--- src/hdl/mips_pkg.sv ---
`default_nettype none

package mips_pkg;

    // instruction memory geometry
    localparam int unsigned IMEM_AW    = 6;
    localparam int unsigned IMEM_DEPTH = 1 << IMEM_AW;

    typedef logic [31:0]        word_t;
    typedef logic [7:0]         byte_t;
    typedef logic [4:0]         reg_addr_t;
    typedef logic [IMEM_AW-1:0] imem_addr_t;
    // one extra bit so a full memory can be counted
    typedef logic [IMEM_AW:0]   word_cnt_t;
    typedef logic [5:0]         opcode_t;
    typedef logic [5:0]         funct_t;

    localparam opcode_t OP_RTYPE = 6'h00;
    localparam opcode_t OP_ADDIU = 6'h09;
    localparam opcode_t OP_ORI   = 6'h0d;
    localparam opcode_t OP_LUI   = 6'h0f;
    localparam opcode_t OP_HALT  = 6'h3f;

    localparam funct_t FN_ADDU = 6'h21;
    localparam funct_t FN_SUBU = 6'h23;
    localparam funct_t FN_AND  = 6'h24;
    localparam funct_t FN_OR   = 6'h25;
    localparam funct_t FN_XOR  = 6'h26;
    localparam funct_t FN_SLT  = 6'h2a;

    typedef enum logic [2:0] {
        ALU_ADDU,
        ALU_SUBU,
        ALU_AND,
        ALU_OR,
        ALU_XOR,
        ALU_SLT,
        ALU_LUI
    } alu_op_t;

    typedef enum logic [1:0] {
        ST_IDLE,
        ST_RUN,
        ST_DRAIN,
        ST_DONE
    } core_state_t;

endpackage

`default_nettype wire

--- src/hdl/imem_if.sv ---
`default_nettype none

interface imem_if
    import mips_pkg::*;
();

    // write side, one word per strobe
    logic       wr_en;
    imem_addr_t wr_addr;
    word_t      wr_data;

    // read side, data valid one cycle after the address
    imem_addr_t rd_addr;
    word_t      rd_data;

    modport loader (output wr_en, wr_addr, wr_data);
    modport memory (input wr_en, wr_addr, wr_data, rd_addr, output rd_data);
    modport core   (output rd_addr, input rd_data);

endinterface

`default_nettype wire

--- src/hdl/instr_mem.sv ---
`default_nettype none

module instr_mem
    import mips_pkg::*;
(
    input  logic   clock_i,
    imem_if.memory mem
);

    // program storage, kept across runs
    word_t store [IMEM_DEPTH];

    always_ff @(posedge clock_i) begin
        if (mem.wr_en) begin
            store[mem.wr_addr] <= mem.wr_data;
        end
    end

    // registered read port
    always_ff @(posedge clock_i) begin
        mem.rd_data <= store[mem.rd_addr];
    end

endmodule

`default_nettype wire

--- src/flat_wrapper.sv ---
// flat-port wrapper written by rule: the top's interface ports become plain ports
module instr_mem_flat import mips_pkg::*;
  (clock_i, mem_wr_en, mem_wr_addr, mem_wr_data, mem_rd_addr, mem_rd_data);
  imem_if mem_i ();
  input  logic clock_i;
  input wire logic [$bits(mem_i.wr_en)-1:0] mem_wr_en;
  input wire logic [$bits(mem_i.wr_addr)-1:0] mem_wr_addr;
  input wire logic [$bits(mem_i.wr_data)-1:0] mem_wr_data;
  input wire logic [$bits(mem_i.rd_addr)-1:0] mem_rd_addr;
  output wire logic [$bits(mem_i.rd_data)-1:0] mem_rd_data;
  assign mem_i.wr_en = mem_wr_en;
  assign mem_i.wr_addr = mem_wr_addr;
  assign mem_i.wr_data = mem_wr_data;
  assign mem_i.rd_addr = mem_rd_addr;
  assign mem_rd_data = mem_i.rd_data;
  instr_mem u_core (.clock_i(clock_i), .mem(mem_i));
endmodule
--- config.mk ---
export PLATFORM = sky130hd
export DESIGN_NAME = instr_mem_flat
export DESIGN_NICKNAME = d
export VERILOG_FILES = /design/src/hdl/mips_pkg.sv /design/src/hdl/imem_if.sv /design/src/hdl/instr_mem.sv /design/src/flat_wrapper.sv
export SDC_FILE = /design/constraint.sdc
export NUM_CORES = 2
export LEC_CHECK = 0
export BUFFER_PORTS_ARGS = -buffer_cell sky130_fd_sc_hd__buf_4
export CORE_MARGIN = 1.5
export CORE_UTILIZATION = 57
export DETAILED_ROUTE_END_ITERATION = 8
export PLACE_DENSITY = 0.83
export SYNTH_ARGS = -nofsm -noshare
export SYNTH_HDL_FRONTEND = slang
export SYNTH_SLANG_ARGS = --single-unit
--- constraint.sdc ---
create_clock -name clock_i -period 3.4 [get_ports clock_i]
set_input_delay 0.17 -clock clock_i [delete_from_list [all_inputs] [get_ports clock_i]]
set_output_delay 0.17 -clock clock_i [all_outputs]
set_load 0.02 [all_outputs]
# --- After elaboration in Yosys (flattened, before gate mapping) ---
# Memory sizes are Yosys's and may differ from the RTL's. A register that Yosys moved wholly into a read port is not among the register bits.
# Cells that the tools add are included.
op_classes:
  bitwise: 0
  n_lt_le_gt_ge: 0
  shift: 0
  n_addsub: 0
  n_div: 0
  n_eq_ne: 0
  reduce_logical: 0
  mux: 2
  n_mul: 0
op_table:
  columns: ["op", "n"]
  rows:
  - ["$mux 1", 2]
totals:
  romBits: 0
  memories: 1
  ramBits: 2048
  register_bits: 0
  out_inout_bits: 32
  latchBits: 0
  input_bits: 46
mem_list:
  columns: ["name", "words", "word_bits", "rd", "rd_ports_with_merged_regs", "write_ports", "line", "source"]
  rows:
  - ["u_core.store", 64, 32, 1, 1, 1, "instr_mem.sv:11", "word_t store [IMEM_DEPTH];"]

# --- Longest topological paths before layout ---
logic_depth:
  word_depth: 2
  depth_mapped: 10
  mapped_depth_nobuf: 5

# --- Worst setup path before layout ---
# Ideal clock, no wire load.
synth_timing:
  kind: "input port to flip-flop"
  startpoint: "input mem_wr_addr[3]"
  endpoint: "memory u_core.store[48][0] (netlist bit), enable pin"
  n_path_buf: 1
  t_required_ns: 2.939
  arrival_ns: 2.869
  stages: 4
  setup_time_ns: 0.461
  setup_slack_ns: 0.070
  path_cell_list: "clkbuf_1 -> nor2b_1 -> nand4b_1 -> nor3_1"
synth_rtl:
  columns: ["element", "line", "source"]
  rows:
  - ["start, declared", "flat_wrapper.sv:7", "input wire logic [$bits(mem_i.wr_addr)-1:0] mem_wr_addr;"]
  - ["end, declared", "instr_mem.sv:11", null]
# Straight into the memory's write port.

# --- Worst setup path in the final report ---
layout_timing:
  startpoint: "input mem_wr_addr[2]"
  endpoint: "memory u_core.store[41][31] (netlist bit), enable pin"
# Straight into the memory's write port.

==> key figures <==
Worst setup path
  – CP Capture Type: flop
  – Critical path's slowest cell: nor2_4
  – CP startpoint: mem_wr_addr[2]
  – CP max stage delay: around 0.81 ns
  – Capture point of the worst path: u_core.store[41][31]
  – CP required: around 3.9 ns
  – CP max FO: 23
  – Worst reg2reg endpoint: u_core.mem.rd_data[20]
  – RR Startpoint: u_core.store[63][20]
  – FF-to-FF path depth: 4
  – CP Launch Type: primary input
  – Critical path class: in2reg
  – WP data arrival: 3.10 ns
  – R2R setup slack: 0.99 ns
  – Critical path, cell by cell: dlygate4sd3_1 > buf_4 > nor2_1 > nand3_1 > nor2_4 > buf_12

Die
  – Boundary pin count: between 70 and 80
  – Core area: around 0.14 sq mm
  – Rows: around 140
  – Initial Util: 0.574
  – Die Wd: 375 um
  – Full die area: around 0.14 sq mm
  – Die height: ~370 um

Min path
  – Hold Path Depth: 3
  – Hold path start: mem_wr_addr[1]
  – Hold Crit Class: in2reg

Global routing
  – GRT Overall Usage: 0.303
  – Largest net degree at the start of global routing: 84
  – GR Util met2: 0.479
  – Busiest metal layer after global routing: met2
  – Initial antenna violation count: 8
  – GR Layer Usage met3: 0.0825
  – Via count of the first global-routing pass: roughly 41000
  – GRT met1 Usage: 0.398
  – Aggregate global routing overflow: 0
  – Global-route wire length before repair: 298000 um

Synth
  – Net Count, Synth: 3449
  – Syn Inst Count: roughly 3400
  – Share of the synthesized area in the top cell type: 0.781
  – Syn. warnings: 0
  – EDFF count, synth: 2048
  – Yosys reg bits: 2080
  – Top-count cell post-synth: edfxtp_1
  – FFs w/ async S/R, synth: 0
  – Commonest cells in the netlist: edfxtp_1 (2048), mux4_2 (511), nor2_1 (127)
  – Distinct cells, synth: 38
  – Post-Syn Area: slightly below 0.08 sq mm
  – Seq/Total Area, Yosys: 0.789
  – Yosys top cell by area: edfxtp_1
  – Synthesized area per cell: between 20 and 25 sq um
  – Synth Flop Type: edfxtp_1
  – Most area-consuming cells after synthesis: edfxtp_1 (78%), mux4_2 (15%), mux2i_1 (1.5%)

Routing
  – First drt pass iteration count: 6
  – DRC viols: 0
  – Vias: slightly above 40000
  – Vias per cell: just over 7
  – Final ANT Viol Nets: 0
  – Final WL: 212000 um
  – DR iter-0 viols: 6642
  – Routed len/inst: between 30 and 40 um

CTS
  – Root buffer cell: clkbuf_16
  – Cts bufs inserted: between 150 and 200
  – Worst-path clk slew: ~0.070 ns
  – Clock latency on the worst-skew pair: slightly above 0.8 ns
  – H-tree Lvls: 4
  – Clock Sinks: between 2000 and 2500
  – TritonCTS clock tree: yes
  – Clock buffer depth: 3

STA
  – Worst-Margin Slew: ~1.0 ns
  – Total Neg Setup Slack: 0 ns
  – Highest clock rate: approximately 380 MHz
  – Final setup margin: 0.782 ns
  – Slew Limit Fails: 0
  – Tmin final: about 2.6 ns
  – Slew HR: 0.307
  – Worst clock skew: between 0.03 and 0.04 ns
  – Hold Vio Cnt, Final: 0
  – Final period util: 0.770
  – RSZ-0062 raised after global routing: false
  – Setup Viol. Count Final: 0

Pwr
  – PD cells: 582 mW/mm^2
  – Seq pwr share: 0.549
  – Comb pwr share: 0.053
  – Net Sw Frac: 0.214
  – Clock Power Share: 0.397
  – Max VDD drop: 638 uV
  – Pleak: about 28 nW
  – Int Power: between 0.04 and 0.05 W
  – Sw power: around 0.011 W
  – Final Power: 0.0519 W

Placed design
  – Post-DP HPWL: around 110000 um
  – Port bufs: 77
  – Worst slack, placed: approximately 0.43 ns
  – GP Congestion: approximately 0.84

Run
  – Max_cap viols: 0

Final layout
  – Area grow syn2layout: 13.2%
  – Layout cells sized above 1: 0.294
  – Area of the multi-input gates: between 0.015 and 0.02 sq mm
  – Register area: 0.0621 sq mm
  – Fillers: around 8100
  – Final net count: between 3000 and 4000

Run status
  – Status: finished, final reports clean
## power by group through the flow
stage	Combinational, W	Sequential (W)	Clock [W]
final	0.00278	0.0285	0.0206
after global routing	0.00286	0.0285	0.0216
after CTS	0.00274	0.0285	0.0207
after detailed placement	0.00263	0.0291	0
after global placement	0.00256	0.0290	0
after floorplan	0.00141	0.0291	0
## how the worst min path moves through the flow
stage,end
3_3_place_gp,mem_rd_data[27]
6_report,u_core.store[49][6]
4_1_cts,u_core.store[49][6]
2_1_floorplan,u_core.store[0][0]
5_1_grt,u_core.store[49][6]
3_5_place_dp,mem_rd_data[19]
## metrics by stage
step	hold WS, ns	util	instance area (sq um)	std cells
floorplan	0.269	-	78800	3403
global placement	0.585	0.604	82900	5267
detailed placement	0.582	0.604	82900	5267
CTS	0.00395	0.649	89100	5645
global route	0.0368	0.649	89100	5645
finish	0.0683	0.649	89200	5650
## logic make-up after synthesis
logic type	Yosys count	share of synthesized area
buffers and inverters	194	0.0132
AO/OA/AOI/OAI	234	0.0195
multiplexers	653	0.165
flip-flops	2080	0.789
AND/OR/NAND/NOR	242	0.0140
## what timing repair did
item,in CTS,in global routing
buffers inserted,0,0
hold buffers,36,0
gates resized for setup,0,0
hold endpoints to repair,2060,0
## flip-flops by register name (all words and copies together), names as in the netlist
register	flops
u_core.mem.rd_data	32
u_core.store	2048
## metal layers
layer,share of wire,vias to the layer above
met4,0.050,12
met2,0.48,3984
li1,-,15122
met5,0.00035,-
met1,0.33,21035
met3,0.14,690
## layout by cell type (no fill, tap or decap), types with 4 or more instances in the layout
master,count
clkinv_2,32
clkinv_1,32
nand2_1,35
o221ai_1,26
diode_2,5
or3_1,7
clkinv_4,6
dlygate4sd3_1,36
a211o_1,8
clkbuf_16,191
edfxtp_1,2048
mux2i_1,118
a211oi_1,8
buf_12,34
clkinvlp_4,6
nor3b_1,5
o22ai_1,110
bufinv_16,11
nor2_1,65
mux4_2,511
clkbuf_8,11
nand2b_1,10
nand3_1,11
dfxtp_1,32
a221oi_1,8
nor3_1,8
buf_4,224
nor4_1,9
or2_2,4
clkbuf_1,46
nor2_4,62
mux2_2,24
clkinv_8,4
nor2b_1,11
a21oi_1,60
a311oi_1,12
## cell type report
cell class	instances	share of cell area
Inverter	2	0.0000842
Multi-Input combinational cell	1129	0.180
Tap cell	1794	0.0252
Clock inverter	94	0.00897
Clock buffer	248	0.0572
Antenna cell	5	0.000140
Sequential cell	2080	0.697
Timing Repair Buffer	298	0.0312
## critical path: cells and delay by family
family | cells | cell delay, ns
AND/OR/NAND/NOR | 3 | 1.72
buffers and inverters | 3 | 1.16
(Power assumes the default switching activity.)
