## src/hdl/mips_pkg.sv

```systemverilog
`default_nettype none

package mips_pkg;

    // instruction memory geometry
    localparam int unsigned IMEM_AW    = 6;
    localparam int unsigned IMEM_DEPTH = 1 << IMEM_AW;

    typedef logic [31:0]        word_t;
    typedef logic [7:0]         byte_t;
    typedef logic [4:0]         reg_addr_t;
    typedef logic [IMEM_AW-1:0] imem_addr_t;
    // one extra bit so a full memory can be counted
    typedef logic [IMEM_AW:0]   word_cnt_t;
    typedef logic [5:0]         opcode_t;
    typedef logic [5:0]         funct_t;

    localparam opcode_t OP_RTYPE = 6'h00;
    localparam opcode_t OP_ADDIU = 6'h09;
    localparam opcode_t OP_ORI   = 6'h0d;
    localparam opcode_t OP_LUI   = 6'h0f;
    localparam opcode_t OP_HALT  = 6'h3f;

    localparam funct_t FN_ADDU = 6'h21;
    localparam funct_t FN_SUBU = 6'h23;
    localparam funct_t FN_AND  = 6'h24;
    localparam funct_t FN_OR   = 6'h25;
    localparam funct_t FN_XOR  = 6'h26;
    localparam funct_t FN_SLT  = 6'h2a;

    typedef enum logic [2:0] {
        ALU_ADDU,
        ALU_SUBU,
        ALU_AND,
        ALU_OR,
        ALU_XOR,
        ALU_SLT,
        ALU_LUI
    } alu_op_t;

    typedef enum logic [1:0] {
        ST_IDLE,
        ST_RUN,
        ST_DRAIN,
        ST_DONE
    } core_state_t;

endpackage

`default_nettype wire

```

## src/hdl/imem_if.sv

```systemverilog
`default_nettype none

interface imem_if
    import mips_pkg::*;
();

    // write side, one word per strobe
    logic       wr_en;
    imem_addr_t wr_addr;
    word_t      wr_data;

    // read side, data valid one cycle after the address
    imem_addr_t rd_addr;
    word_t      rd_data;

    modport loader (output wr_en, wr_addr, wr_data);
    modport memory (input wr_en, wr_addr, wr_data, rd_addr, output rd_data);
    modport core   (output rd_addr, input rd_data);

endinterface

`default_nettype wire

```

## src/hdl/byte_loader.sv

```systemverilog
`default_nettype none

module byte_loader
    import mips_pkg::*;
(
    input  logic      clock_i,
    input  logic      rst_n_i,
    input  logic      byte_valid_i,
    input  byte_t     byte_i,
    input  logic      start_i,
    input  logic      busy_i,
    output word_cnt_t words_loaded_o,
    imem_if.loader    mem
);

    logic        load_clr;
    logic        byte_go;
    logic        word_done;
    logic [1:0]  byte_cnt_q;
    word_cnt_t   words_q;
    // holds the first three bytes of the word being built
    logic [23:0] shift_q;

    // a start only counts while the core is idle
    assign load_clr  = start_i && !busy_i;
    assign byte_go   = byte_valid_i && !busy_i && !start_i;
    assign word_done = byte_go && (byte_cnt_q == 2'd3);

    always_ff @(posedge clock_i or negedge rst_n_i) begin
        if (!rst_n_i) begin
            byte_cnt_q <= '0;
            words_q    <= '0;
            mem.wr_en  <= 1'b0;
        end else begin
            mem.wr_en <= word_done;
            if (load_clr) begin
                byte_cnt_q <= '0;
                words_q    <= '0;
            end else if (byte_go) begin
                byte_cnt_q <= byte_cnt_q + 2'd1;
                if (word_done) begin
                    words_q <= words_q + 1'b1;
                end
            end
        end
    end

    // little endian, first byte ends up in bits 7:0
    always_ff @(posedge clock_i) begin
        if (byte_go) begin
            shift_q <= {byte_i, shift_q[23:8]};
        end
        if (word_done) begin
            mem.wr_data <= {byte_i, shift_q};
            mem.wr_addr <= words_q[IMEM_AW-1:0];
        end
    end

    assign words_loaded_o = words_q;

endmodule

`default_nettype wire

```

## src/flat_wrapper.sv

```systemverilog
// flat-port wrapper written by rule: the top's interface ports become plain ports
module byte_loader_flat import mips_pkg::*;
  (clock_i, rst_n_i, byte_valid_i, byte_i, start_i, busy_i, words_loaded_o, mem_wr_en, mem_wr_addr, mem_wr_data);
  imem_if mem_i ();
  input  logic clock_i;
  input  logic rst_n_i;
  input  logic byte_valid_i;
  input  byte_t byte_i;
  input  logic start_i;
  input  logic busy_i;
  output word_cnt_t words_loaded_o;
  output wire logic [$bits(mem_i.wr_en)-1:0] mem_wr_en;
  output wire logic [$bits(mem_i.wr_addr)-1:0] mem_wr_addr;
  output wire logic [$bits(mem_i.wr_data)-1:0] mem_wr_data;
  assign mem_wr_en = mem_i.wr_en;
  assign mem_wr_addr = mem_i.wr_addr;
  assign mem_wr_data = mem_i.wr_data;
  byte_loader u_core (.clock_i(clock_i), .rst_n_i(rst_n_i), .byte_valid_i(byte_valid_i), .byte_i(byte_i), .start_i(start_i), .busy_i(busy_i), .words_loaded_o(words_loaded_o), .mem(mem_i));
endmodule
```

## config.mk

```make
export PLATFORM = sky130hd
export DESIGN_NAME = byte_loader_flat
export DESIGN_NICKNAME = d
export VERILOG_FILES = /design/src/hdl/mips_pkg.sv /design/src/hdl/imem_if.sv /design/src/hdl/byte_loader.sv /design/src/flat_wrapper.sv
export SDC_FILE = /design/constraint.sdc
export NUM_CORES = 1
export LEC_CHECK = 0
export BUFFER_PORTS_ARGS = -buffer_cell sky130_fd_sc_hd__buf_2
export CAP_MARGIN = 20
export CORE_MARGIN = 5
export CORE_UTILIZATION = 30
export DETAILED_ROUTE_END_ITERATION = 12
export PLACE_DENSITY_LB_ADDON = 0.25
export SETUP_SLACK_MARGIN = 0.15
export SLEW_MARGIN = 15
export SYNTH_ARGS = -nofsm -noshare
export SYNTH_HDL_FRONTEND = slang
export SYNTH_SLANG_ARGS = --single-unit
```

## constraint.sdc

```tcl
create_clock -name clock_i -period 2.16 [get_ports clock_i]
set_input_delay 0.216 -clock clock_i [delete_from_list [all_inputs] [get_ports clock_i]]
set_output_delay 0.216 -clock clock_i [all_outputs]
set_load 0.02 [all_outputs]
```

Word-level counts from Yosys, hierarchy flattened
Index checks and enable logic that the tools add are counted.

word-level totals
  bits in latches = 0
  output and inout bits = 46
  memory bits (read-only) = 0
  flip-flop bits (word level) = 72
  memories kept = 0
  RAM bits = 0

cells by class
  add/sub/neg operators = 2
  shift operators = 0
  reductions and logical operators = 9
  multiplexer cells = 5
  divide/modulo/power cells = 0
  order comparisons = 0
  equal/unequal tests = 1
  bitwise operators = 0
  $mul = 0

operator list
  operator                                      count
  two-way mux 7 bit                             3
  adder 7 x 1 -> 7 bit (second input constant)  1
  logical AND 1 bit                             4
  two-way mux 2 bit                             2
  nonzero test 2 bit                            2
  adder 2 x 1 -> 2 bit (second input constant)  1
  equality test 2 bit (second input constant)   1
  zero test 1 bit                               2
  AND reduction 2 bit                           1

Depth between registers and ports, before layout
  word-level depth = 7
  mapped depth = 6
  gate-level depth less buffers = 5

Worst setup path after synthesis
No wires, ideal clock.

  kind = input to register
  start = in start_i
  end = reg u_core.byte_cnt_q[1]
  path buffers = 0
  arrival = 2.507 ns
  stages on the path = 2
  path slack = -0.583 ns
  cell sequence = nor3b_1 -> o21ai_0

on the way
  word-level cells in the longest chain between the ends = 3
  elaborated cells on any way between the ends = 5
  those cells by class = mux: 1; reduce/logical: 4

ends and longest elaborated chain
  item                          line               text
  start: declaration            flat_wrapper.sv:9  input logic start_i;
  zero test 1 bit               byte_loader.sv:26  assign byte_go = byte_valid_i && !busy_i && !start_i;
  logical AND 1 bit             byte_loader.sv:26
  nonzero test 2 bit (no line)  n/a
  end signal: assignment        byte_loader.sv:40  byte_cnt_q <= byte_cnt_q + 2'd1;
  end: declaration              byte_loader.sv:19  logic [1:0] byte_cnt_q;

Parallel ways exist; a longest one is shown, timed or not.
A chain may end at the register's enable or synchronous reset.

Worst setup path in the final report
  start = reg u_core.byte_cnt_q[0]
  end = reg u_core.mem.wr_data[28], enable pin

on the way
  word-level cells in the longest chain between the ends = 2

ends and longest elaborated chain
  item                        line               text
  equality test 2 bit         byte_loader.sv:27  assign word_done = byte_go && (byte_cnt_q == 2'd3);
  logical AND 1 bit           byte_loader.sv:27
  named net u_core.word_done  byte_loader.sv:18  logic word_done;
  end signal: assignment      byte_loader.sv:54  mem.wr_data <= {byte_i, shift_q};
  end: declaration            imem_if.sv:16      modport loader (output wr_en, wr_addr, wr_data);

The timed path passes the listed nets, and every way through them passes these cells.

==> flow_metrics.tcl <==
set metrics [dict create \
    track_usage_pct 9.285 \
    synthAdderAreaFrac_pct 1.068 \
    clkSinkCount 72 \
    cp.arrival_ns 1.59 \
    tightest_slew_ns 0.4174 \
    worst_path_max_delay_cell "dfrtp_1" \
    wl_per_cell_um 14.15 \
    avgSynthCellArea_um2 21.11 \
    gr-total-overflow 0 \
    vias 1227 \
    cts_inserted_buffers 9 \
    yosys_warnings 0 \
    muxShareOfSynthArea_pct 0.4271 \
    syn_inst 111 \
    critPathMaxFanout 32 \
    met1_usage_pct 11.74 \
    num_antenna_cells 0 \
    h-tree-depth 3 \
    place_congestion 0.7031 \
    synth_area_mm2 0.002343 \
    placement_rows 32 \
    final_cell_mix "62 x edfxtp_1, 58 x buf_2, 10 x dfrtp_1" \
    worstSkewPairLatency_ns 0.35 \
    antenna_left 0 \
    finalCritPeriodShare_pct 74.16 \
    hold_path.class "in2reg" \
    grt_max_degree 33 \
    grt_busiest_layer "met2" \
    synth.area.top_cells "edfxtp_1 79%, dfrtp_1 11%, a21oi_1 1.3%" \
    p_leak_uw 0.001126 \
    fmax_mhz 624.3 \
    drv_slew 0 \
    core_mm2 0.007687 \
    die_h_um 98.39 \
    post-cts-setup-buffers 0 \
    post-dp-hpwl_mm 2.667 \
    vias_per_cell 4.231 \
    ys_ff_latch 72 \
    status "finished, final reports clean" \
    critical_path.cell_chain "ha_1 > nand4bb_1 > buf_4 > clkinv_1 > buf_4" \
    clockBufferDepth 2 \
    drive_above_1_share_pct 42.02 \
    critPathTopFamily "buffers and inverters" \
    synth_top_area_share_pct 79.44 \
    worstSetupStartpointType "flop" \
    grt_setup_unrepaired "no" \
    crit_buf_inv 3 \
    io_pins 59 \
    final_common_cell "edfxtp_1" \
    root_buffer "clkbuf_8" \
    synth-compound-area-share_pct 2.776 \
    worstSetupPathType "reg2reg" \
    grt_util_met3_pct 2.929 \
    maxCapViolCount 0 \
    finalSetupTns_ns 0 \
    die_area_mm2 0.009680 \
    port_buffers 58 \
    areaGrowthSynthToFinish_pct 27.55 \
    irDropWorstVdd_mv 0.3959 \
    place_inst 273 \
    die_width_um 98.39 \
    layout_min_cycle_time_ns 1.602 \
    synth_top_family_by_area "simple AND/OR/NAND/NOR gates" \
    cts.clk_slew.worst_paths_ns 0.08 \
    fin_nets 198 \
    worstSetupEndpointType "flop" \
    relSlewSlack_pct 72.17 \
    stdcell_count 290 \
    wl_mm 4.103 \
    grt_pass1_wl_mm 6.665 \
    p_per_area_mw_per_mm2 862.2 \
    grt_pass1_vias 1226 \
    dr.pass1.iters 5 \
    yosysSeqAreaShare_pct 90.12 \
    setup_viol 0 \
    syn_nets 126 \
    final_util_pct 38.88 \
    synth.distinct_cells 20 \
    cp.required_ns 2.15 \
    hold_viol 0 \
    max_stage_delay_ns 0.37 \
    cts_tree "done" \
    grt_use_met2_pct 13.73 \
    drt_iter0_markers 42 \
    drc 0 \
    synth_top_area_cell "edfxtp_1" \
    clock_skew_ns 0.007761 \
    crit_path_frequent_cell "buf_4" \
    synth_xor_area_share_pct 0.3737 \
    antenna_found_initial 0 \
    yosys.area_share.simple_pct 4.538 \
    start_util_pct 30.49 \
]
kinds of logic after synthesis:
kind of cell	Yosys count
xor gates and xnor gates	1
and+or+nand+nor	19
buffers and inverters	4
muxes	1
adders and majority gates	2
DFF	72
AOI/OAI and AO/OA	12
layout make-up:
class | count | area (um^2)
clock buffer | 9 | 123.9
clock inverter | 7 | 61.31
fill | 755 | 4698
inverter | 2 | 7.507
multi-input combinational | 35 | 226.5
sequential | 72 | 2112
tap | 102 | 127.6
timing repair buffer | 63 | 330.3
sequential cells by signal (all words and copies together), names as in the netlist:
signal,flops
u_core.byte_cnt_q,2
u_core.mem.wr_addr,6
u_core.mem.wr_data,32
u_core.mem.wr_en,1
u_core.shift_q,24
u_core.words_loaded_o,7
power by group:
group / switching (uW) / leakage (uW) / internal [uW] / total (uW)
Clock: 550 / 0.0000888 / 438 / 988
Combinational: 34.5 / 0.000335 / 21.2 / 55.8
Sequential: 9.52 / 0.000702 / 1520 / 1530
repair_timing:
action / in CTS / in global routing
resized for setup: 0 / 0
hold buffers: 1 / 0
endpoints found under the hold margin: 10 / 0
through the flow:
stage          power [uW]  hold slack, ns  instance area, um^2  setup slack, ns
2_1_floorplan        1588        -0.07959                 2349           0.1787
3_3_place_gp         1619         0.09268                 2794           0.5741
3_5_place_dp         1622         0.09496                 2794           0.5525
4_1_cts              2615         0.04686                 2989           0.5351
5_1_grt              2703         0.03782                 2989           0.4479
6_report             2577         0.06078                 2989           0.5582
synth_stat cells (all sizes together):
cell type,number
xnor2,1
or4,2
o31ai,2
nor3b,1
dfrtp,10
or3,3
buf,1
ha,2
nand4bb,1
edfxtp,62
nand2b,1
mux2i,1
a21oi,6
o21ai,4
inv,2
nand2,7
nor2,1
clkbuf,1
and2b,1
nand3,2
final timing paths:
check | start | end | slack, ns | cells after the start
max in group asynchronous | rst_n_i | u_core.words_loaded_o[1] | 1.70 | 2
max reg2reg | u_core.byte_cnt_q[0] | u_core.mem.wr_data[28] | 0.56 | 5
min | byte_i[1] | u_core.shift_q[17] | 0.06 | 1
min in group asynchronous | rst_n_i | u_core.mem.wr_en | 0.26 | 2
min reg2reg | u_core.shift_q[6] | u_core.mem.wr_data[6] | 0.42 | 0
max | u_core.byte_cnt_q[0] | u_core.mem.wr_data[28] | 0.56 | 5
per-layer routing:
metal / share of wire [%] / wire, um / vias to the layer above
li1: - / - / 576
met1: 44 / 1795 / 608
met2: 49 / 2014 / 36
met3: 4.9 / 200 / 7
met4: 2.3 / 93 / 0
met5: 0 / 0 / -
(Power assumes the default switching activity.)
