`src/hdl/mips_pkg.sv`:
```
`default_nettype none

package mips_pkg;

    // instruction memory geometry
    localparam int unsigned IMEM_AW    = 6;
    localparam int unsigned IMEM_DEPTH = 1 << IMEM_AW;

    typedef logic [31:0]        word_t;
    typedef logic [7:0]         byte_t;
    typedef logic [4:0]         reg_addr_t;
    typedef logic [IMEM_AW-1:0] imem_addr_t;
    // one extra bit so a full memory can be counted
    typedef logic [IMEM_AW:0]   word_cnt_t;
    typedef logic [5:0]         opcode_t;
    typedef logic [5:0]         funct_t;

    localparam opcode_t OP_RTYPE = 6'h00;
    localparam opcode_t OP_ADDIU = 6'h09;
    localparam opcode_t OP_ORI   = 6'h0d;
    localparam opcode_t OP_LUI   = 6'h0f;
    localparam opcode_t OP_HALT  = 6'h3f;

    localparam funct_t FN_ADDU = 6'h21;
    localparam funct_t FN_SUBU = 6'h23;
    localparam funct_t FN_AND  = 6'h24;
    localparam funct_t FN_OR   = 6'h25;
    localparam funct_t FN_XOR  = 6'h26;
    localparam funct_t FN_SLT  = 6'h2a;

    typedef enum logic [2:0] {
        ALU_ADDU,
        ALU_SUBU,
        ALU_AND,
        ALU_OR,
        ALU_XOR,
        ALU_SLT,
        ALU_LUI
    } alu_op_t;

    typedef enum logic [1:0] {
        ST_IDLE,
        ST_RUN,
        ST_DRAIN,
        ST_DONE
    } core_state_t;

endpackage

`default_nettype wire

```
`src/hdl/imem_if.sv`:
```
`default_nettype none

interface imem_if
    import mips_pkg::*;
();

    // write side, one word per strobe
    logic       wr_en;
    imem_addr_t wr_addr;
    word_t      wr_data;

    // read side, data valid one cycle after the address
    imem_addr_t rd_addr;
    word_t      rd_data;

    modport loader (output wr_en, wr_addr, wr_data);
    modport memory (input wr_en, wr_addr, wr_data, rd_addr, output rd_data);
    modport core   (output rd_addr, input rd_data);

endinterface

`default_nettype wire

```
`src/hdl/pipe_core.sv`:
```
`default_nettype none

module pipe_core
    import mips_pkg::*;
(
    input  logic      clock_i,
    input  logic      rst_n_i,
    input  logic      start_i,
    imem_if.core      mem,
    input  reg_addr_t dbg_addr_i,
    output word_t     dbg_data_o,
    output logic      busy_o,
    output logic      done_o
);

    core_state_t state_q;
    word_cnt_t   pc_q;
    logic        fetch_valid_q;
    logic        pc_end;
    logic        halt_now;
    logic        fetch_go;

    word_t       regs [32];

    opcode_t     ex_op;
    funct_t      ex_funct;
    reg_addr_t   ex_rs;
    reg_addr_t   ex_rt;
    reg_addr_t   ex_rd;
    logic [15:0] ex_imm;
    word_t       ex_imm_ext;
    logic        ex_use_imm;
    logic        ex_wr;
    logic        ex_we;
    logic        ex_halt;
    reg_addr_t   ex_dest;
    alu_op_t     ex_alu_op;
    logic        fwd_a;
    logic        fwd_b;
    word_t       ex_a;
    word_t       ex_rt_val;
    word_t       ex_b;
    word_t       ex_result;

    logic        wb_we_q;
    reg_addr_t   wb_dest_q;
    word_t       wb_data_q;

    // run control and fetch
    assign pc_end   = (pc_q == word_cnt_t'(IMEM_DEPTH));
    assign halt_now = ex_halt || (pc_end && !fetch_valid_q);
    assign fetch_go = (state_q == ST_RUN) && !halt_now && !pc_end;

    assign mem.rd_addr = pc_q[IMEM_AW-1:0];

    always_ff @(posedge clock_i or negedge rst_n_i) begin
        if (!rst_n_i) begin
            state_q       <= ST_IDLE;
            pc_q          <= '0;
            fetch_valid_q <= 1'b0;
        end else begin
            // word behind a halt is dropped here
            fetch_valid_q <= fetch_go;
            case (state_q)
                ST_IDLE, ST_DONE: begin
                    if (start_i) begin
                        state_q <= ST_RUN;
                        pc_q    <= '0;
                    end
                end
                ST_RUN: begin
                    if (halt_now) begin
                        state_q <= ST_DRAIN;
                    end else if (fetch_go) begin
                        pc_q <= pc_q + 1'b1;
                    end
                end
                ST_DRAIN: state_q <= ST_DONE;
                default:  state_q <= ST_IDLE;
            endcase
        end
    end

    assign busy_o = (state_q == ST_RUN) || (state_q == ST_DRAIN);
    assign done_o = (state_q == ST_DONE);

    // field decode
    assign ex_op    = mem.rd_data[31:26];
    assign ex_rs    = mem.rd_data[25:21];
    assign ex_rt    = mem.rd_data[20:16];
    assign ex_rd    = mem.rd_data[15:11];
    assign ex_imm   = mem.rd_data[15:0];
    assign ex_funct = mem.rd_data[5:0];

    always_comb begin
        ex_alu_op  = ALU_ADDU;
        ex_use_imm = 1'b0;
        ex_wr      = 1'b0;
        ex_dest    = ex_rt;
        ex_imm_ext = {{16{ex_imm[15]}}, ex_imm};
        case (ex_op)
            OP_RTYPE: begin
                ex_dest = ex_rd;
                ex_wr   = 1'b1;
                case (ex_funct)
                    FN_ADDU: ex_alu_op = ALU_ADDU;
                    FN_SUBU: ex_alu_op = ALU_SUBU;
                    FN_AND:  ex_alu_op = ALU_AND;
                    FN_OR:   ex_alu_op = ALU_OR;
                    FN_XOR:  ex_alu_op = ALU_XOR;
                    FN_SLT:  ex_alu_op = ALU_SLT;
                    // unknown function acts as a nop
                    default: ex_wr = 1'b0;
                endcase
            end
            OP_ADDIU: begin
                ex_use_imm = 1'b1;
                ex_wr      = 1'b1;
            end
            OP_ORI: begin
                ex_alu_op  = ALU_OR;
                ex_use_imm = 1'b1;
                ex_wr      = 1'b1;
                ex_imm_ext = {16'h0000, ex_imm};
            end
            OP_LUI: begin
                ex_alu_op  = ALU_LUI;
                ex_use_imm = 1'b1;
                ex_wr      = 1'b1;
                ex_imm_ext = {16'h0000, ex_imm};
            end
            default: ex_wr = 1'b0;
        endcase
    end

    assign ex_halt = fetch_valid_q && (ex_op == OP_HALT);
    assign ex_we   = fetch_valid_q && ex_wr && (ex_dest != '0);

    // operand read, forwarded from writeback
    assign fwd_a = wb_we_q && (wb_dest_q == ex_rs) && (ex_rs != '0);
    assign fwd_b = wb_we_q && (wb_dest_q == ex_rt) && (ex_rt != '0);

    assign ex_a      = (ex_rs == '0) ? '0 : (fwd_a ? wb_data_q : regs[ex_rs]);
    assign ex_rt_val = (ex_rt == '0) ? '0 : (fwd_b ? wb_data_q : regs[ex_rt]);
    assign ex_b      = ex_use_imm ? ex_imm_ext : ex_rt_val;

    always_comb begin
        case (ex_alu_op)
            ALU_ADDU: ex_result = ex_a + ex_b;
            ALU_SUBU: ex_result = ex_a - ex_b;
            ALU_AND:  ex_result = ex_a & ex_b;
            ALU_OR:   ex_result = ex_a | ex_b;
            ALU_XOR:  ex_result = ex_a ^ ex_b;
            ALU_SLT:  ex_result = {31'd0, $signed(ex_a) < $signed(ex_b)};
            ALU_LUI:  ex_result = {ex_b[15:0], 16'h0000};
            default:  ex_result = ex_a + ex_b;
        endcase
    end

    // writeback stage
    always_ff @(posedge clock_i or negedge rst_n_i) begin
        if (!rst_n_i) begin
            wb_we_q <= 1'b0;
        end else begin
            wb_we_q <= ex_we;
        end
    end

    always_ff @(posedge clock_i) begin
        wb_dest_q <= ex_dest;
        wb_data_q <= ex_result;
    end

    // register file, r0 never written
    always_ff @(posedge clock_i or negedge rst_n_i) begin
        if (!rst_n_i) begin
            for (int i = 0; i < 32; i++) begin
                regs[i] <= '0;
            end
        end else if (wb_we_q) begin
            regs[wb_dest_q] <= wb_data_q;
        end
    end

    assign dbg_data_o = (dbg_addr_i == '0) ? '0 : regs[dbg_addr_i];

endmodule

`default_nettype wire

```
`src/flat_wrapper.sv`:
```
// flat-port wrapper written by rule: the top's interface ports become plain ports
module pipe_core_flat import mips_pkg::*;
  (clock_i, rst_n_i, start_i, dbg_addr_i, dbg_data_o, busy_o, done_o, mem_rd_addr, mem_rd_data);
  imem_if mem_i ();
  input  logic clock_i;
  input  logic rst_n_i;
  input  logic start_i;
  input  reg_addr_t dbg_addr_i;
  output word_t dbg_data_o;
  output logic busy_o;
  output logic done_o;
  output wire logic [$bits(mem_i.rd_addr)-1:0] mem_rd_addr;
  input wire logic [$bits(mem_i.rd_data)-1:0] mem_rd_data;
  assign mem_rd_addr = mem_i.rd_addr;
  assign mem_i.rd_data = mem_rd_data;
  pipe_core u_core (.clock_i(clock_i), .rst_n_i(rst_n_i), .start_i(start_i), .mem(mem_i), .dbg_addr_i(dbg_addr_i), .dbg_data_o(dbg_data_o), .busy_o(busy_o), .done_o(done_o));
endmodule
```
`config.mk`:
```
export PLATFORM = sky130hd
export DESIGN_NAME = pipe_core_flat
export DESIGN_NICKNAME = d
export VERILOG_FILES = /design/src/hdl/mips_pkg.sv /design/src/hdl/imem_if.sv /design/src/hdl/pipe_core.sv /design/src/flat_wrapper.sv
export SDC_FILE = /design/constraint.sdc
export NUM_CORES = 2
export LEC_CHECK = 0
export BUFFER_PORTS_ARGS = -buffer_cell sky130_fd_sc_hd__buf_2
export CORE_ASPECT_RATIO = 0.75
export CORE_MARGIN = 1.5
export CORE_UTILIZATION = 35
export CTS_BUF_LIST = sky130_fd_sc_hd__clkbuf_4 sky130_fd_sc_hd__clkbuf_8
export DETAILED_ROUTE_END_ITERATION = 8
export HOLD_SLACK_MARGIN = 0.05
export PLACE_DENSITY = 0.52
export SYNTH_ARGS = -nofsm -noshare
export SYNTH_HDL_FRONTEND = slang
export SYNTH_SLANG_ARGS = --single-unit
```
`constraint.sdc`:
```
create_clock -name clock_i -period 7.5 [get_ports clock_i]
set_clock_uncertainty 0.15 [all_clocks]
set_input_delay 0.75 -clock clock_i [delete_from_list [all_inputs] [get_ports clock_i]]
set_output_delay 0.75 -clock clock_i [all_outputs]
set_load 0.05 [all_outputs]
```
* After elaboration in Yosys (flattened, before gate mapping) *
Cells that the tools add are included.

word-level totals
  register bits after elaboration = 1072

operators by class
  mux-type cells = 33
  eq/ne operators = 26
  order comparisons = 6
  reductions and logical operators = 31
  bitwise logic cells = 7
  $add $sub $neg = 3

operators by type and width
  operator                                                         number
  1024-bit bitwise mux                                             1
  32-bit binary-select mux with 5-bit select                       3
  32-bit two-way mux                                               14
  32-bit one-hot mux with 6 select lines                           1
  32-bit demux with 5-bit select                                   1
  6-bit == test, second input constant                             7
  32-bit adder                                                     1
  32-bit AND                                                       1
  32-bit less-than comparator                                      1
  32-bit bitwise OR                                                1
  32-bit subtractor                                                1
  32-bit bitwise XOR                                               1
  6-bit >= comparator, second input constant                       4
  5-bit NOT with 6-bit output                                      4
  7-bit two-way mux                                                3
  6-bit by 4-bit == test with 1-bit output, second input constant  3
  5-bit zero test                                                  3
  3-bit one-hot mux with 5 select lines                            1
  5-bit nonzero test                                               3
  7-bit one-hot mux with 2 select lines                            1
  1-bit logical AND                                                11
  5-bit == test                                                    2
  3-bit == test, second input constant                             3
  3-bit one-hot mux with 3 select lines                            1
  other kinds (24)                                                 34

* Depth between registers and ports, before layout *
  depth after elaboration = 9
  depth in mapped cells = 28
  depth with buffers taken out = 20

* Least setup slack after synthesis *
No wires, ideal clock.

  path kind = input to register
  start point = input port mem_rd_data[21]
  end point = register u_core.wb_data_q[31]
  stages = 23
  slack = 1.246 ns
  data arrival time = 5.977 ns
  setup time = 0.127 ns
  path buffers = 6
  path through = buf_6 > buf_6 > buf_6 > clkbuf_1 > buf_1 > mux4_2 > mux4_2 > mux2i_1 > nand2_1 > o21ai_0 > or2_2 > ha_1 > clkbuf_1 > or4_1 > a31oi_1 > o21ai_0 > or2_2 > o31ai_2 > a211oi_1 > a21oi_1 > o2bb2ai_1 > nor4_1 > or3_1

between the ends
  word-level cells in the longest chain between the ends = 8
  elaborated cells between the ends (all ways) = 17
  classes of those cells = add/sub (2); eq/ne (1); mux (6); bitwise (4); reduce/logical (4)

RTL lines
  what                                                   line                                text
  start: declaration                                     flat_wrapper.sv:13                  input wire logic [$bits(mem_i.rd_data)-1:0] mem_rd_data;
  5-bit NOT with 6-bit output (not written as such)      pipe_core.sv:143                    assign ex_a = (ex_rs == '0) ? '0 : (fwd_a ? wb_data_q : regs[ex_rs]);
  32-bit binary-select mux with 5-bit select             pipe_core.sv:143
  32-bit two-way mux (not written as such) (2 in a row)  pipe_core.sv:143
  32-bit two-way mux                                     pipe_core.sv:143
  32-bit two-way mux (*)                                 pipe_core.sv:143
  32-bit adder (tied with other cells)                   pipe_core.sv:149, pipe_core.sv:156
  32-bit one-hot mux with 6 select lines (*)             pipe_core.sv:148                    case (ex_alu_op)
  net u_core.ex_result[31]                               pipe_core.sv:43                     word_t ex_result;
  end signal: assignment                                 pipe_core.sv:171                    wb_data_q <= ex_result;
  end: declaration                                       pipe_core.sv:47                     word_t wb_data_q;

The timed path passes the listed nets; every way through them passes the cells marked *. The select of a mux whose other input is x is not followed.
A chain may end at the register's enable or synchronous reset.

* Final worst setup path *
  start point = input port mem_rd_data[19]
  end point = register u_core.wb_data_q[13]

between the ends
  word-level cells in the longest chain between the ends = 9
  elaborated cells between the ends (all ways) = 18
  classes of those cells = add/sub (2); eq/ne (1); mux (7); bitwise (4); reduce/logical (4)

RTL lines
  what                                                   line                                text
  5-bit NOT with 6-bit output (not written as such)      pipe_core.sv:144                    assign ex_rt_val = (ex_rt == '0) ? '0 : (fwd_b ? wb_data_q : regs[ex_rt]);
  32-bit binary-select mux with 5-bit select             pipe_core.sv:144
  32-bit two-way mux (not written as such) (2 in a row)  pipe_core.sv:144
  32-bit two-way mux                                     pipe_core.sv:144
  32-bit two-way mux (*)                                 pipe_core.sv:144
  32-bit two-way mux (*)                                 pipe_core.sv:145                    assign ex_b = ex_use_imm ? ex_imm_ext : ex_rt_val;
  32-bit adder (tied with other cells)                   pipe_core.sv:149, pipe_core.sv:156
  32-bit one-hot mux with 6 select lines (*)             pipe_core.sv:148
  net u_core.ex_result[13]                               pipe_core.sv:43

Marked as above.

==> results.txt <==
CTS Buf Count = 183
layout cell share with drive strength beyond 1 = 53.6%
Synth Area in Simple Gates = 3.58%
largest net degree at the start of global routing = 158
fin util = 39.2%
# DRC = 0
Synth Register Bits = 1,072
TritonRoute pass-1 iters = 6
total power = 13,300 uW
most common library cells after synthesis = dfrtp_1, mux2_2, mux4_2, clkbuf_1, nor2_1
Slew headroom = 13.7%
top_reg_cell synth = dfrtp_1
number of DRC markers in iteration 0 = 5,742
final slew viol count = 0
Via density = 6.36
Max stage delay on crit path = 0.63 ns
Compound-Gate Fraction of Synth Area = 4.74%
CORE AREA = 200,000 um2
NumNets Final = 4,991
Rows = 142
Layout area overhead = 11.3%
total of fill cells in the finished design = 18,600
detailed placement HPWL = 156,000 um
Max Cap Viol = 0
Post-Synthesis Cell Area = 70,300 um2
CTS tree = done
RSZ-0062 raised after global routing = no
final setup vio count = 0
nature of the critical path startpoint = primary input
fraction of registers with async set/reset = 96.5%
Post-DRT Antenna Nets = 0
mux share of post-synthesis cell area = 48.2%
Critical Path RT = 8.14 ns
CTS clk-pin slew, worst paths = 0.09 ns
final worst-path cycle share = 78.1%
area share of the largest cell type after synthesis = 36.9%
Adder-Cell Fraction of Synth Area = 1.78%
first-pass GRT wire length = 369,000 um
Clock Root Buffer = clkbuf_8
Peak Freq = 171 MHz
synth unique cells = 100
total grt overflow = 0
type of the worst setup path = in -> reg
initial core utilization = 35.2%
Ys Warns = 0
Vias = 48,800
synth top area cells = dfrtp_1, mux4_2, mux2_2
Worst EP arrival = 6.50 ns
CP startpoint = mem_rd_data[19]
Synth Area in XOR/XNOR = 0.249%
clk sink count = 1,072
IO Pins = 80
post-CTS resize count = 0
net count after synthesis = 5,056
R2R cell count = 18
Critical Path End = u_core.wb_data_q[13]
H-tree depth = 4
Max VDD drop = 0.000122 V
WL/cell = 33.4 um
Hold Path Class = in -> reg
initial antenna violation count = 21
setup TNS = 0 ns
Final Hold Slack = 0.136 ns
Post-synth EDFFs = 0
worst skew pair latency = 0.96 ns
pre-CTS WS = 0.932 ns
Die Width = 520 um
Mapped Avg Cell Area = 14.3 um2
Die ar. = 203,000 um2
R2R Setup Slk = 1.68 ns
Cell Chain, Critical Path = dlygate4sd3_1 > buf_2 > inv_2 > buf_4 > nand2_1 > a21oi_1 > a21oi_1 > o22ai_1 > inv_1 > ha_1 > o21bai_1 > and2_1 > o31a_1 > a31oi_1 > or2_1 > o221ai_1 > a21oi_1 > nor2_1 > o311a_1 > a21oi_1
sequential fraction of the synthesis area = 37.9%
DIE HEIGHT = 391 um
Crit. End Element = register
status = finished clean
gr usage total = 25.2%
CP max-delay cell = o22ai_1
post-route minimum period = 5.86 ns
area leader, netlist = dfrtp_1
reg2reg end = u_core.wb_data_q[31]
Lkg Pwr = 0.0343 uW
number of global-route vias before repair = 48,100
GPL Wtd Cong = 0.979
Routed WL = 256,000 um
Worst R2R Start = u_core.wb_dest_q[2]
most numerous cell on the critical path = a21oi_1
Slew @ Worst Pin = 1.29 ns
CTS max path bufs = 3
port bufs = 79
largest family of logic cells by synthesized area = multiplexers
power density over cell area = 171 nW/um2
CP max FO = 16
final hold viol count = 0
post-route setup slack = 1.64 ns
Cells after Synth = 4,917
-- cell families after synthesis --
logic type,Yosys count
mux,2067
flops,1072
buf+inv,624
simple gates,537
compound gates,498
fa+ha+maj,99
xor+xnor,20
-- critical path: cells and delay by family --
family,cells,cell delay (ns)
AOI/OAI and AO/OA,10,2.90
and+or+nand+nor,4,0.65
buffers and inverters,5,1.91
adders and majority gates,1,0.22
-- power breakdown --
group | internal, uW | switching [uW]
clock network | 3410 | 2700
registers | 5830 | 83.4
logic | 450 | 873
total | 9690 | 3650
-- worst min path at each step --
| stage | start | to | cells after the start |
|---|---|---|---|
| final | mem_rd_data[2] | u_core.wb_data_q[0] | 4 |
| after global routing | mem_rd_data[2] | u_core.wb_data_q[0] | 4 |
| after CTS | mem_rd_data[2] | u_core.wb_data_q[0] | 4 |
| after detailed placement | u_core.regs[694] | u_core.regs[694] | 1 |
| after global placement | u_core.regs[441] | u_core.regs[441] | 1 |
| after floorplan | rst_n_i | u_core.fetch_valid_q | 0 |
-- cells in the final DEF (no fill, tap or decap), drive strengths merged, types with 7 or more instances in the layout --
cell type and n:
nor2b 8, buf 263, clkinv 27, o221ai 16
bufinv 10, a22oi 10, or3 8, mux4 947
o21ai 107, o31ai 7, inv 109, o21bai 26
a211oi 33, dfxtp 37, nand3b 7, mux2i 84
xnor2 15, o211ai 19, or2 32, o22ai 16
a221oi 12, a21o 18, mux2 1036, and3 7
nor3b 8, clkbuf 290, a31oi 8, nor3 20
nor4 13, nand3 27, dfrtp 1035, o21a 23
nand4 12, a21oi 136, nand2 171, dlygate4sd3 7
ha 97, nor2 194
-- registers in the layout, indices dropped and copies added (netlist names) --
name,count
u_core.wb_we_q,1
u_core.state_q,2
u_core.pc_q,7
u_core.wb_dest_q,5
u_core.fetch_valid_q,1
u_core.wb_data_q,32
u_core.regs,1024
-- timing repair --
action                    CTS  global route
buffers inserted            0             0
hold buffers                7             0
hold endpoints to repair   87             0
-- stage by stage --
stage               std cells  area (um2)
floorplan                4917       70300
global placement         7324       74000
detailed placement       7324       74000
CTS                      7666       78200
global route             7669       78200
finish                   7669       78200
-- layer usage --
layer / GRT usage [%] / wire length [um]
met1: 37.5 / 115000
met2: 35.6 / 109000
met3: 6.63 / 24600
met4: 7.42 / 7120
met5: 0 / 95
-- area by class of cell --
class	count	area (um2)	area share [%]
repair buffers	270	2270	2.91
multi-input cells	3221	41400	53.0
flip-flops and latches	1072	26600	34.1
clock buffers	290	3620	4.62
clock inverters	45	542	0.693
well taps	2664	3330	4.26
inverters	104	392	0.501
diodes	3	7.51	0.00960
Power figures use the tool's default switching activity.
